<file path="config.mk">
export PLATFORM = sky130hd
export DESIGN_NAME = bram_config_regs
export DESIGN_NICKNAME = d
export VERILOG_FILES = /design/src/hdl/bram_pkg.sv /design/src/hdl/bram_config_regs.sv
export SDC_FILE = /design/constraint.sdc
export NUM_CORES = 1
export LEC_CHECK = 0
export ABC_AREA = 1
export BUFFER_PORTS_ARGS = -buffer_cell sky130_fd_sc_hd__clkbuf_2
export CORE_AREA = 10 10 47 49
export DETAILED_ROUTE_END_ITERATION = 6
export DIE_AREA = 0 0 57 59
export GPL_TIMING_DRIVEN = 1
export SLEW_MARGIN = 20
export SYNTH_ARGS = -nofsm -noshare
export SYNTH_HDL_FRONTEND = slang
export SYNTH_SLANG_ARGS = --single-unit
</file>
<file path="constraint.sdc">
create_clock -name clk -period 1.3 [get_ports clk]
set_input_delay 0.325 -clock clk [delete_from_list [all_inputs] [get_ports clk]]
set_output_delay 0.325 -clock clk [all_outputs]
set_load 0.02 [all_outputs]
</file>
<file path="src/hdl/bram_pkg.sv">
package bram_pkg;

  // word geometry
  localparam int data_w = 32;
  localparam int addr_w = 8;
  localparam int depth  = 1 << addr_w;
  localparam int mask_w = 4;                // byte lanes per word
  localparam int byte_w = data_w / mask_w;
  localparam int half_w = data_w / 2;
  localparam int sel_w  = 2;                // lane select fields carried in wr_data

  // port width modes, shared by the write and read side
  typedef enum logic [1:0] {
    MODE_W32  = 2'd0,
    MODE_W16  = 2'd1,
    MODE_W8   = 2'd2,
    MODE_RSVD = 2'd3
  } width_mode_t;

  localparam int mode_w = $bits(width_mode_t);

  // configuration frame layout
  localparam int cfg_w            = 6;
  localparam int cfg_wr_mode_lsb  = 0;      // bits 1:0
  localparam int cfg_rd_mode_lsb  = 2;      // bits 3:2
  localparam int cfg_force_we_bit = 4;
  localparam int cfg_out_reg_bit  = 5;

  // where the fabric normally routes the in-band control fields
  localparam int def_wr_sel_lsb = 16;       // upper write lane select, 2 bits
  localparam int def_we_bit     = 20;       // dynamic write enable
  localparam int def_rd_sel_lsb = 24;       // upper read lane select, 2 bits

endpackage

</file>
<file path="src/hdl/bram_config_regs.sv">
module bram_config_regs (
  input  logic                        clk,
  input  logic                        arst_n,
  input  logic                        cfg_strobe,
  input  logic [bram_pkg::cfg_w-1:0]  cfg_data,
  output bram_pkg::width_mode_t       wr_mode,
  output bram_pkg::width_mode_t       rd_mode,
  output logic                        force_we,
  output logic                        out_reg_en
);

  import bram_pkg::*;

  logic [cfg_w-1:0] frame_q;

  // frame register, loaded in parallel on the strobe
  always_ff @(posedge clk or negedge arst_n) begin
    if (!arst_n) begin
      frame_q                              <= '0;
      frame_q[cfg_wr_mode_lsb +: mode_w]   <= MODE_W32;
      frame_q[cfg_rd_mode_lsb +: mode_w]   <= MODE_W32;
    end else if (cfg_strobe) begin
      frame_q <= cfg_data;
    end
  end

  // field decode
  assign wr_mode    = width_mode_t'(frame_q[cfg_wr_mode_lsb +: mode_w]);
  assign rd_mode    = width_mode_t'(frame_q[cfg_rd_mode_lsb +: mode_w]);
  assign force_we   = frame_q[cfg_force_we_bit];
  assign out_reg_en = frame_q[cfg_out_reg_bit];  // adds one cycle of read latency

  // a reserved write mode silently disables every write, which
  // usually means the fabric bitstream was built for another tile
  a_no_rsvd_wr_mode: assert property (
    @(posedge clk) disable iff (!arst_n)
    cfg_strobe |=> (wr_mode != MODE_RSVD)
  ) else $error("bram_config_regs: reserved write mode loaded");

endmodule

</file>
==> impl_results.md <==
* Run status: finished clean
* Yosys warns at 0
* Area of the multi-input gates at 67.6 um^2
* Fin. max-slew vios at 0
* Initial core utilization at 0.158
* Syn Std Cell Area at approximately 220 um^2
* Total track usage at 0.0391
* RSZ-0062 raised after global routing: no
* P per Cell Area at 1340 nW/um^2
* Core area at 1400 um^2
* Worst Path Buf+Inv at 1
* WL final at 638 um
* Insertion delay to the later sink of the worst-skew pair at 0.24 ns
* Register Area at between 150 and 200 um^2
* Relative slew slack at 0.892
* Min-Delay Path Depth at 3
* Post_cts resized at 0
* Worst-path cell chain: clkbuf_2
* Placement row count at 14
* Clk buf depth at 2
* DP HPWL at roughly 520 um
* Clk sinks at 6
* DIE AREA at 3360 um^2
* Post-DRT Antenna Nets at 0
* Tightest Pin Transition at 0.162 ns
* Syn nets at 34
* Number of I/O port buffers at 14
* Vias per cell at 3.66
* Synth top area share at 0.678
* Post-layout minimum cycle time at around 1.1 ns
* Top post-synthesis cells by area: dfrtp_1 (68%), nand2_1 (31%), inv_2 (1.7%)
* Fin area at 344 um^2
* TritonRoute pass-1 iters at 4
* HP Class: input pin to flip-flop
* Average wire per standard cell at ~11 um
* RePlAce Congestion at 0.609
* Final net count at between 50 and 60
* Post-synthesis cell count at 25
* Area after DPL at between 300 and 400 um^2
* DIE WIDTH at 57 um
* Final Skew at 0 ns
* Largest Register: frame_q
* Stages on worst setup path at 1
* Top Family by Delay on Critical Path: flip-flops
* Total CTS buffers at 3
* Area leader, netlist: dfrtp_1
* DRC Markers at 0
* Period utilisation layout at 0.841
* Overflow after GRT at 0
* Hold Slack at 0.280 ns
* First-pass GRT wire length at 966 um
* Vias in the first global route at 218
* Regs by FF count: frame_q x6
* Crit end category: output port
* CP max stage delay at 0.37 ns
* Vias at 216
* CP Launch Type: flip-flop
* Max-Cap Viols at 0
* Max Freq at 914 MHz
* # setup viols final at 0
* Largest net degree at the start of global routing at 8
* Number of H-tree levels at 1
* Maximum vdd drop at 0.309 mV
* Share of layout cells above drive strength 1 at 0.419
* Final core occ at 0.246
* Crit-path slowest cell: dfrtp_1
* Syn_area_per_cell at 8.86 um^2
* Clk pin slew, worst setup/hold paths at 0.05 ns
* Fillcell total at 167
* Area Growth Syn to Fin at 55.4%
* Worst Path Arrival at 0.77 ns
* Max reg flops at 6
* Setup CP Type: flip-flop to output port
* FF-to-FF path depth at 2
* CTS tree: built
* Fin. Hold Viols at 0
* WP data required at 0.98 ns
* Initial antenna violation count at 0
* Max Fanout on Critical Path at 2
* # IOs at 15
* Inserted Diodes at 0
* Sequential fraction of the synthesis area at 0.678
* Synth Register Bits at 6
* Netlist cell types at 3
* P_leak at 0.206 nW
* Die height at 59 um
* Root buf cell: clkbuf_4
* Sum of negative setup slack at 0 ns
* First DRT Iteration DRCs at 3
* Total Power at 0.000460 W
==> cell families (layout without fill, tap and decap cells) <==
logic type,after synthesis,in the layout,share of synthesized area
buffers and inverters,1,19,0.0169
flip-flops,6,6,0.678
AND/OR/NAND/NOR,18,18,0.305
==> power breakdown <==
part	switching, W	internal [W]	total (W)	leakage (nW)
combinational	0.0000486	0.0000289	0.0000775	0.119
clock	0.0000665	0.000104	0.000171	0.0138
sequential	0.00000766	0.000204	0.000212	0.0731
==> final timing paths <==
path | end | startpoint | slack, ns
max | out_reg_en | frame_q[5] | 0.21
min | frame_q[4] | cfg_data[4] | 0.28
max reg2reg | frame_q[2] | frame_q[2] | 0.71
min reg2reg | frame_q[4] | frame_q[4] | 0.47
max in group asynchronous | frame_q[3] | arst_n | 0.70
min in group asynchronous | frame_q[4] | arst_n | 0.44
==> Yosys cell counts <==
| cell type | number |
|---|---|
| inv_2 | 1 |
| dfrtp_1 | 6 |
| nand2_1 | 18 |
==> metrics by stage <==
| stage | std cells | setup WS [ns] |
|---|---|---|
| 5_1_grt | 59 | 0.167 |
| 3_3_place_gp | 55 | 0.463 |
| 3_5_place_dp | 55 | 0.459 |
| 6_report | 59 | 0.206 |
| 2_1_floorplan | 25 | 0.550 |
| 4_1_cts | 59 | 0.190 |
==> repair_timing <==
action                    in CTS  in global routing
buffers inserted               0                  0
hold buffers                   1                  0
hold endpoints to repair       6                  0
==> placed cells by master (no fill, tap or decap) <==
cell	synthesis	layout
clkbuf_2	0	14
dfrtp_1	6	6
dlygate4sd3_1	0	1
nand2_1	18	18
inv_2	1	1
clkbuf_4	0	3
==> cell type report <==
type,instances,share of cell area
Timing Repair Buffer,15,0.233
Multi-Input combinational cell,18,0.196
Tap cell,16,0.0582
Sequential cell,6,0.436
Inverter,1,0.0109
Clock buffer,3,0.0655
==> routing by layer <==
layer	wire length, um	share of wire	GRT usage
met5	0	0	0
met4	0	0	0.0302
met3	76	0.12	0.0343
met2	281	0.44	0.0434
met1	280	0.44	0.0445
(Power assumes the default switching activity.)
