===== config.mk =====
export PLATFORM = sky130hd
export DESIGN_NAME = bram_write_lane
export DESIGN_NICKNAME = d
export VERILOG_FILES = /design/src/hdl/bram_pkg.sv /design/src/hdl/bram_write_lane.sv
export SDC_FILE = /design/constraint.sdc
export NUM_CORES = 1
export LEC_CHECK = 0
export BUFFER_PORTS_ARGS = -buffer_cell sky130_fd_sc_hd__buf_2
export CORE_ASPECT_RATIO = 0.8
export CORE_MARGIN = 2
export CORE_UTILIZATION = 34
export DETAILED_ROUTE_END_ITERATION = 8
export PLACE_DENSITY_LB_ADDON = 0.12
export REMOVE_ABC_BUFFERS = 1
export SLEW_MARGIN = 40
export SYNTH_ARGS = -nofsm -noshare
export SYNTH_HDL_FRONTEND = slang
export SYNTH_SLANG_ARGS = --single-unit
export TNS_END_PERCENT = 20

===== constraint.sdc =====
create_clock -name vclk -period 1.4
set_clock_uncertainty 0.2 [all_clocks]
set_input_delay 0.07 -clock vclk [all_inputs]
set_output_delay 0.07 -clock vclk [all_outputs]
set_load 0.01 [all_outputs]

===== src/hdl/bram_pkg.sv =====
package bram_pkg;

  // word geometry
  localparam int data_w = 32;
  localparam int addr_w = 8;
  localparam int depth  = 1 << addr_w;
  localparam int mask_w = 4;                // byte lanes per word
  localparam int byte_w = data_w / mask_w;
  localparam int half_w = data_w / 2;
  localparam int sel_w  = 2;                // lane select fields carried in wr_data

  // port width modes, shared by the write and read side
  typedef enum logic [1:0] {
    MODE_W32  = 2'd0,
    MODE_W16  = 2'd1,
    MODE_W8   = 2'd2,
    MODE_RSVD = 2'd3
  } width_mode_t;

  localparam int mode_w = $bits(width_mode_t);

  // configuration frame layout
  localparam int cfg_w            = 6;
  localparam int cfg_wr_mode_lsb  = 0;      // bits 1:0
  localparam int cfg_rd_mode_lsb  = 2;      // bits 3:2
  localparam int cfg_force_we_bit = 4;
  localparam int cfg_out_reg_bit  = 5;

  // where the fabric normally routes the in-band control fields
  localparam int def_wr_sel_lsb = 16;       // upper write lane select, 2 bits
  localparam int def_we_bit     = 20;       // dynamic write enable
  localparam int def_rd_sel_lsb = 24;       // upper read lane select, 2 bits

endpackage


===== src/hdl/bram_write_lane.sv =====
module bram_write_lane #(
  parameter int wr_sel_lsb = bram_pkg::def_wr_sel_lsb,
  parameter int we_bit     = bram_pkg::def_we_bit
) (
  input  bram_pkg::width_mode_t        wr_mode,
  input  logic                         force_we,
  input  logic [bram_pkg::data_w-1:0]  wr_data,
  output logic                         mem_we_n,
  output logic [bram_pkg::mask_w-1:0]  mem_wmask,
  output logic [bram_pkg::data_w-1:0]  mem_din
);

  import bram_pkg::*;

  logic [sel_w-1:0] wr_sel;
  logic             we;

  assign wr_sel = wr_data[wr_sel_lsb +: sel_w];
  assign we     = force_we | wr_data[we_bit];

  // byte mask and lane replication
  always_comb begin
    mem_wmask = '0;
    mem_din   = wr_data;
    unique case (wr_mode)
      MODE_W32: begin
        mem_wmask = '1;
      end
      MODE_W16: begin
        // any nonzero select picks the upper half
        mem_wmask = (wr_sel == '0) ? mask_w'(4'b0011) : mask_w'(4'b1100);
        mem_din   = {2{wr_data[half_w-1:0]}};
      end
      MODE_W8: begin
        mem_wmask = mask_w'(1) << wr_sel;
        mem_din   = {mask_w{wr_data[byte_w-1:0]}};  // every lane carries the byte
      end
      MODE_RSVD: begin
        mem_wmask = '0;  // nothing gets written
      end
    endcase
  end

  // no strobe at all when the mask is empty
  assign mem_we_n = ~(we & (|mem_wmask));

endmodule


==> run_results.csv <==
group,metric,value,unit
synthesis,syn_inst,91,
synthesis,synth.distinct_cells,20,
outcome,violations,"negative setup slack",
floorplan,die_h,40.08,um
cells_and_area,insertedDiodeCount,0,
timing,rsz0062_at_grt,"yes",
timing,setup_ws,-0.01493,ns
cells_and_area,seq_area,0,um2
place,gp_congestion,0.6423,
grt,antenna_found_initial,0,
cells_and_area,nClkBuffers,0,
cells_and_area,finalNetCount,196,
synthesis,synth_area_leaders,"a22o_1, a22oi_1, buf_4",
synthesis,mappedNetlistArea,553.0,um2
floorplan,core-area,0.001456,mm2
floorplan,start_util,37.97,%
floorplan,fp-row-count,12,
timing,setup_viol,1,
place,dp_slack,-0.01430,ns
timing,finalCritPeriodShare,101.1,%
timing,layout_min_cycle_time,1.415,ns
pwr,power_density,463.4,mW/mm2
synthesis,synth_commonest_cells,"inv_1, a21oi_1, nor2_1",
detailed_routing,via_per_inst,4.893,
timing,relSlewSlack,86.08,%
grt,grt_max_degree,20,
place,port_buffers,72,
synthesis,yosys_warnings,0,
cells_and_area,area_growth,67.42,%
flow_run,cap_violations,0,
pwr,p_leak,0.5539,nW
detailed_routing,drt_iter0_drc,7,
pwr,peakVddDrop,0.0002694,V
floorplan,die_w,49.09,um
pwr,total_power,429.1,uW
synthesis,synth_area_per_cell,6.077,um2
detailed_routing,finalWirelength,1915,um
timing,finalHoldViolCount,0,
grt,grt_pass1_vias,678,
synthesis,netlist.area_leader.share,12.67,%
worst_setup_path,worstSetupPathType,"in2out",
cells_and_area,post_route_cells_drive_above_1_share,55.77,%
min_path,hold_class,"in2out",
synthesis,synth_most_common_cell,"inv_1",
timing,finalMaxSlewViolations,0,
worst_setup_path,crit_path_end_kind,"primary output",
detailed_routing,first_pass_iters,4,
synthesis,synth.largest_area_cell,"a22o_1",
floorplan,die_area,0.001967,mm2
outcome,status,"complete, but fails checks",
cells_and_area,seq_cells,0,
timing,fmax,706.8,MHz
detailed_routing,drc,0,
detailed_routing,wire_per_inst,10.82,um
synthesis,synth.yosys.seq_area_share,0,%
grt,grt_pass1_wl,2704,um
place,hpwl,1582,um
floorplan,io_pins,72,
grt,track_usage,16.89,%
detailed_routing,vias,866,
detailed_routing,ant_nets,0,
timing,tightest_slew,0.2070,ns
clocking,cts_setup_buffers,0,
worst_setup_path,cp.arrival,1.14,ns
worst_setup_path,cp-start-kind,"primary input",
worst_setup_path,critPathMaxFanout,5,
worst_setup_path,critPathRequiredTime,1.13,ns
grt,grt.overflow.total,0,
timing,fin_hold_ws,0.1723,ns
[kinds of logic (layout without fill, tap and decap cells)]
family,after synthesis,in the layout,share of synthesized area (%)
muxes,1,1,1.810
buffers and inverters,27,92,27.83
and+or+nand+nor,22,22,17.20
AOI/OAI and AO/OA,38,38,46.38
adders and majority gates,3,3,6.788
[final timing paths]
path | startpoint | depth (start not counted) | to | slack [ns]
min | wr_data[6] | 2 | mem_din[6] | 0.17
max | wr_mode[0] | 7 | mem_wmask[0] | -0.01
[critical path, stage by stage]
cell and delay, ns:
buf_2 0.11, inv_1 0.13, ha_2 0.24, nor2_2 0.06
buf_4 0.15, o31ai_1 0.20, buf_2 0.17
[per-layer routing]
metal / vias to the layer above / global-route usage [%] / part of all wire [%]
met5: - / 0 / 0
met4: 0 / 0 / 0
met3: 0 / 2.239 / 11
met2: 48 / 35.81 / 49
met1: 371 / 19.70 / 40
li1: 447 / - / -
[layout by cell type, fill, tap and decap left out]
master    instances
nand2b_2          1
buf_6             1
o32ai_1           1
o31ai_1           1
ha_4              1
inv_1            11
buf_4             7
a21oi_1           9
buf_8             1
a22o_1            8
mux2i_1           1
a22oi_1           8
o21ai_1           2
ha_2              2
buf_2            72
o21ai_0           1
o22ai_1           8
nand2_1           8
nor2_2            1
and2_4            1
nand3_1           2
nor2_1            9
[area by class of cell]
type                            count  area (um2)
Tap cell                           21       26.28
Fill cell                         144       530.5
Inverter                           11       41.29
Timing Repair Buffer               81       439.2
Multi-Input combinational cell     64       419.2
[metrics by stage]
| stage | instance area, um2 | cells | TNS [ns] | utilization, % |
|---|---|---|---|---|
| 6_report | 925.9 | 177 | -0.01493 | 63.57 |
| 5_1_grt | 925.9 | 177 | -0.1486 | 63.57 |
| 4_1_cts | 897.1 | 177 | -0.05155 | 61.60 |
| 2_1_floorplan | 440.4 | 75 | -2.797 | - |
| 3_3_place_gp | 894.6 | 177 | 0 | 61.43 |
| 3_5_place_dp | 894.6 | 177 | -0.05248 | 61.43 |
[where the power goes]
part / switching, mW / internal [mW] / leakage (nW) / total [mW]
combinational: 0.223 / 0.206 / 0.554 / 0.429
clock: 0 / 0 / 0 / 0
sequential: 0 / 0 / 0 / 0
[timing repair]
item | 4_1_cts | 5_1_grt
hold buffers | 0 | 0
gates resized for setup | 1 | 7
setup endpoints to repair | 8 | 25
No activity file was read; power rests on OpenSTA's default activity.
