**config.mk**
```make
export PLATFORM = sky130hd
export DESIGN_NAME = bram_read_lane
export DESIGN_NICKNAME = d
export VERILOG_FILES = /design/src/hdl/bram_pkg.sv /design/src/hdl/bram_read_lane.sv
export SDC_FILE = /design/constraint.sdc
export NUM_CORES = 1
export LEC_CHECK = 0
export BUFFER_PORTS_ARGS = -buffer_cell sky130_fd_sc_hd__buf_2
export CORE_ASPECT_RATIO = 1.2
export CORE_MARGIN = 2
export CORE_UTILIZATION = 50
export CTS_BUF_LIST = sky130_fd_sc_hd__clkbuf_4
export CTS_CLUSTER_DIAMETER = 100
export DETAILED_ROUTE_END_ITERATION = 10
export MAX_ROUTING_LAYER = met4
export PLACE_DENSITY = 0.83
export SLEW_MARGIN = 20
export SYNTH_ARGS = -nofsm -noshare
export SYNTH_HDL_FRONTEND = slang
export SYNTH_SLANG_ARGS = --single-unit
export TNS_END_PERCENT = 20
```
**constraint.sdc**
```tcl
create_clock -name clk -period 3.4 [get_ports clk]
set_input_delay 0.68 -clock clk [delete_from_list [all_inputs] [get_ports clk]]
set_output_delay 0.68 -clock clk [all_outputs]
set_load 0.1 [all_outputs]
```
**src/hdl/bram_pkg.sv**
```systemverilog
package bram_pkg;

  // word geometry
  localparam int data_w = 32;
  localparam int addr_w = 8;
  localparam int depth  = 1 << addr_w;
  localparam int mask_w = 4;                // byte lanes per word
  localparam int byte_w = data_w / mask_w;
  localparam int half_w = data_w / 2;
  localparam int sel_w  = 2;                // lane select fields carried in wr_data

  // port width modes, shared by the write and read side
  typedef enum logic [1:0] {
    MODE_W32  = 2'd0,
    MODE_W16  = 2'd1,
    MODE_W8   = 2'd2,
    MODE_RSVD = 2'd3
  } width_mode_t;

  localparam int mode_w = $bits(width_mode_t);

  // configuration frame layout
  localparam int cfg_w            = 6;
  localparam int cfg_wr_mode_lsb  = 0;      // bits 1:0
  localparam int cfg_rd_mode_lsb  = 2;      // bits 3:2
  localparam int cfg_force_we_bit = 4;
  localparam int cfg_out_reg_bit  = 5;

  // where the fabric normally routes the in-band control fields
  localparam int def_wr_sel_lsb = 16;       // upper write lane select, 2 bits
  localparam int def_we_bit     = 20;       // dynamic write enable
  localparam int def_rd_sel_lsb = 24;       // upper read lane select, 2 bits

endpackage

```
**src/hdl/bram_read_lane.sv**
```systemverilog
module bram_read_lane #(
  parameter int rd_sel_lsb = bram_pkg::def_rd_sel_lsb
) (
  input  logic                         clk,
  input  logic                         arst_n,
  input  bram_pkg::width_mode_t        rd_mode,
  input  logic                         out_reg_en,
  input  logic [bram_pkg::data_w-1:0]  wr_data,
  input  logic [bram_pkg::data_w-1:0]  mem_dout,
  output logic [bram_pkg::data_w-1:0]  rd_data
);

  import bram_pkg::*;

  logic [sel_w-1:0]  rd_sel_q;
  logic [data_w-1:0] lane_data;
  logic [data_w-1:0] out_q;

  // the macro samples rd_addr at the same edge, so the select
  // is registered here to line up with mem_dout
  always_ff @(posedge clk or negedge arst_n) begin
    if (!arst_n) begin
      rd_sel_q <= '0;
    end else begin
      rd_sel_q <= wr_data[rd_sel_lsb +: sel_w];
    end
  end

  // narrow modes only replace the low bits, upper bits stay raw
  always_comb begin
    lane_data = mem_dout;
    unique case (rd_mode)
      MODE_W16: begin
        if (rd_sel_q[0]) begin
          lane_data[half_w-1:0] = mem_dout[half_w +: half_w];
        end else begin
          lane_data[half_w-1:0] = mem_dout[half_w-1:0];
        end
      end
      MODE_W8: begin
        lane_data[byte_w-1:0] = mem_dout[rd_sel_q*byte_w +: byte_w];
      end
      MODE_W32, MODE_RSVD: begin
        lane_data = mem_dout;  // raw word
      end
    endcase
  end

  // optional output stage
  always_ff @(posedge clk or negedge arst_n) begin
    if (!arst_n) begin
      out_q <= '0;
    end else begin
      out_q <= lane_data;
    end
  end

  assign rd_data = out_reg_en ? out_q : lane_data;  // bypass when the register is off

endmodule

```
==> results.py <==
metrics = {
    "clock_tree": {
        "cts_root_buf": "clkbuf_4",
        "h-tree-depth": 2,
        "numCtsBuffers": 5,
        "clockBufferDepth": 2,
        "cts_setup_buffers": 0,
        "path_clk_slew_ps": 100,
        "cts.sinks": 34,
        "post_cts_resized": 0,
        "cts_tree": "yes",
        "clk-insertion-delay-late_ps": 330,
        "hold_buffers": 0,
    },
    "logic_synthesis": {
        "yosys-top-cells-count": "dfrtp_1 (34), mux2i_1 (24), mux2_2 (16), mux2_4 (16), a21oi_1 (9)",
        "ys_types": 23,
        "ys_seq_area_frac": 0.4177,
        "synth_area_leaders": "dfrtp_1 (42%), mux2i_1 (12%), mux2_4 (12%)",
        "post-synth-top-count-cell": "dfrtp_1",
        "ys_async_sr_fraction": 1.000,
        "synth_ff_type": "dfrtp_1",
        "synth_area_um2": 2037,
        "synth_top_cell_by_area": "dfrtp_1",
        "synth.avg_cell_area_um2": 12.57,
        "synth_top_area_share": 0.4177,
        "syn_inst": 162,
        "ys_ff_latch": 34,
        "yosysWarnings": 0,
        "synth_edf_count": 0,
        "syn-num-nets": 234,
    },
    "place": {
        "placedCellCount": 275,
        "place.gp.congestion": 0.8644,
        "post_dp_cell_area_um2": 2401,
        "hpwl_um": 3340,
        "pre_cts_ws_ps": 492.1,
        "io_buffers": 70,
    },
    "worst_setup_path": {
        "endpoint_kind": "output port",
        "worst-path-max-fanout": 16,
        "worstPathRequired_ps": 2720,
        "r2r.worst_path.cells": 3,
        "start_kind": "flip-flop",
        "critical_path_class": "flip-flop to output port",
        "arrival_ps": 2340,
    },
    "timing": {
        "max_clock_freq_mhz": 331.2,
        "post-route-period-util": 0.8880,
        "finalWorstSetupSlack_ps": 381.0,
        "slew_headroom": 0.4187,
        "slew_violations": 0,
        "setup_violations": 0,
        "tightest_slew_ps": 872.0,
        "rsz0062_at_grt": "no",
        "skew_ps": 5.771,
        "fin_crit_ps": 3019,
        "finalHoldViolations": 0,
    },
    "routing": {
        "wl_met3_um": 209,
        "drc": 0,
        "first_iter_violations": 43,
        "vias_per_cell": 5.601,
        "wirelength_um": 4550,
        "wl_met2_um": 2372,
        "wl_met1_um": 1916,
        "avgRoutedWirePerCell_um": 16.08,
        "top_layer_used": "met4",
        "num_vias": 1585,
        "antenna_left": 0,
        "firstDrtPassIters": 4,
    },
    "grt": {
        "grt.total_usage": 0.2034,
        "first_global_vias": 1428,
        "antenna_found_initial": 0,
        "grt_max_degree": 35,
        "globalRoute.totalOverflow": 0,
        "grt_first_pass_wirelength_um": 6955,
    },
    "pwr": {
        "p_int_w": 0.0006445,
        "power_frac_clock": 0.187,
        "switchingPower_w": 0.0005276,
        "sequentialPowerShare": 0.381,
        "p_leak_nw": 1.224,
        "irDropWorstVdd_v": 0.0002017,
        "p_sw_frac": 0.4501,
        "p_per_area_nw_per_um2": 477.5,
        "total_power_w": 0.001172,
        "comb_power_share": 0.433,
    },
    "final_layout": {
        "stdcell_count": 283,
        "fin_area_um2": 2455,
        "syn_to_final_growth_pct": 20.52,
        "final_util": 0.6229,
        "nNetsFinal": 300,
        "antenna_cells": 0,
        "drive_gt1_frac": 0.5066,
    },
    "outcome": {
        "status": "completed",
    },
    "job": {
        "drv_cap": 0,
    },
    "floorplanning": {
        "dieArea_um2": 4603,
        "die-height_um": 73.92,
        "std_cell_rows": 25,
        "ios": 101,
        "start_util": 0.5168,
        "core_region_area_um2": 3941,
        "dieWidth_um": 62.27,
    },
    "worst_hold_path": {
        "hold_path_class": "input pin to async pin",
    },
}
final cells by class:
cell class                 count  area, um2
multi-input combinational    111       1099
clock inverter                 2      8.758
fill                         338       1486
inverter                       3      11.26
sequential                    34      850.8
clock buffer                   6      45.04
timing repair buffer          73      372.9
tap                           54      67.56
power by group through the flow:
stage	Combinational (W)	Clock (W)	Sequential, W
6_report	0.000507	0.000219	0.000446
5_1_grt	0.000528	0.000241	0.000449
4_1_cts	0.000509	0.000227	0.000446
3_5_place_dp	0.000508	0	0.000455
3_3_place_gp	0.000503	0	0.000453
2_1_floorplan	0.000423	0	0.000446
registers in the layout (all words and copies together), names as in the netlist:
name / cells
out_q: 32
rd_sel_q: 2
worst paths after layout:
kind | to | slack [ps] | startpoint
max | rd_data[5] | 380 | rd_sel_q[1]$_DFF_PN0_
min | out_q[11]$_DFF_PN0_ | 410 | arst_n
max reg2reg | out_q[5]$_DFF_PN0_ | 1740 | rd_sel_q[1]$_DFF_PN0_
min reg2reg | out_q[15]$_DFF_PN0_ | 860 | rd_sel_q[0]$_DFF_PN0_
max in group asynchronous | out_q[16]$_DFF_PN0_ | 2510 | arst_n
min in group clk | rd_sel_q[0]$_DFF_PN0_ | 440 | wr_data[24]
critical path, cell delays in order, from the launching register on:
cell,delay [ps]
dfrtp_1,930
mux2i_1,240
o22a_1,260
a21boi_1,130
buf_2,440
stage by stage:
| step | hold slack (ps) | setup TNS [ps] |
|---|---|---|
| after floorplan | 384.4 | -1441 |
| after global placement | 783.7 | 0 |
| after detailed placement | 793.3 | 0 |
| after CTS | 414.7 | 0 |
| after global routing | 429.8 | 0 |
| final | 406.6 | 0 |
routing by layer:
| metal | vias up | GRT usage |
|---|---|---|
| met3 | 5 | 0.03369 |
| li1 | 746 | - |
| met1 | 774 | 0.2522 |
| met2 | 60 | 0.3406 |
| met5 | - | - |
| met4 | 0 | 0.07407 |
cells in the final DEF (no fill, tap or decap), types with 6 or more instances in the layout:
master and instances:
o22a_1 8, mux2_4 16, dfrtp_1 34, buf_2 70
clkbuf_4 6, a21oi_1 8, a211oi_1 8, a22oi_1 8
mux2i_1 24, a2bb2oi_1 7, a21boi_1 7, mux2_2 16
cells by family after synthesis:
| logic type | Yosys count | synth area share |
|---|---|---|
| mux | 56 | 0.3243 |
| compound gates | 48 | 0.1757 |
| flops | 34 | 0.4177 |
| fa+ha+maj | 3 | 0.01843 |
| simple gates | 4 | 0.01904 |
| buf+inv | 17 | 0.04484 |
(Power assumes the default switching activity.)
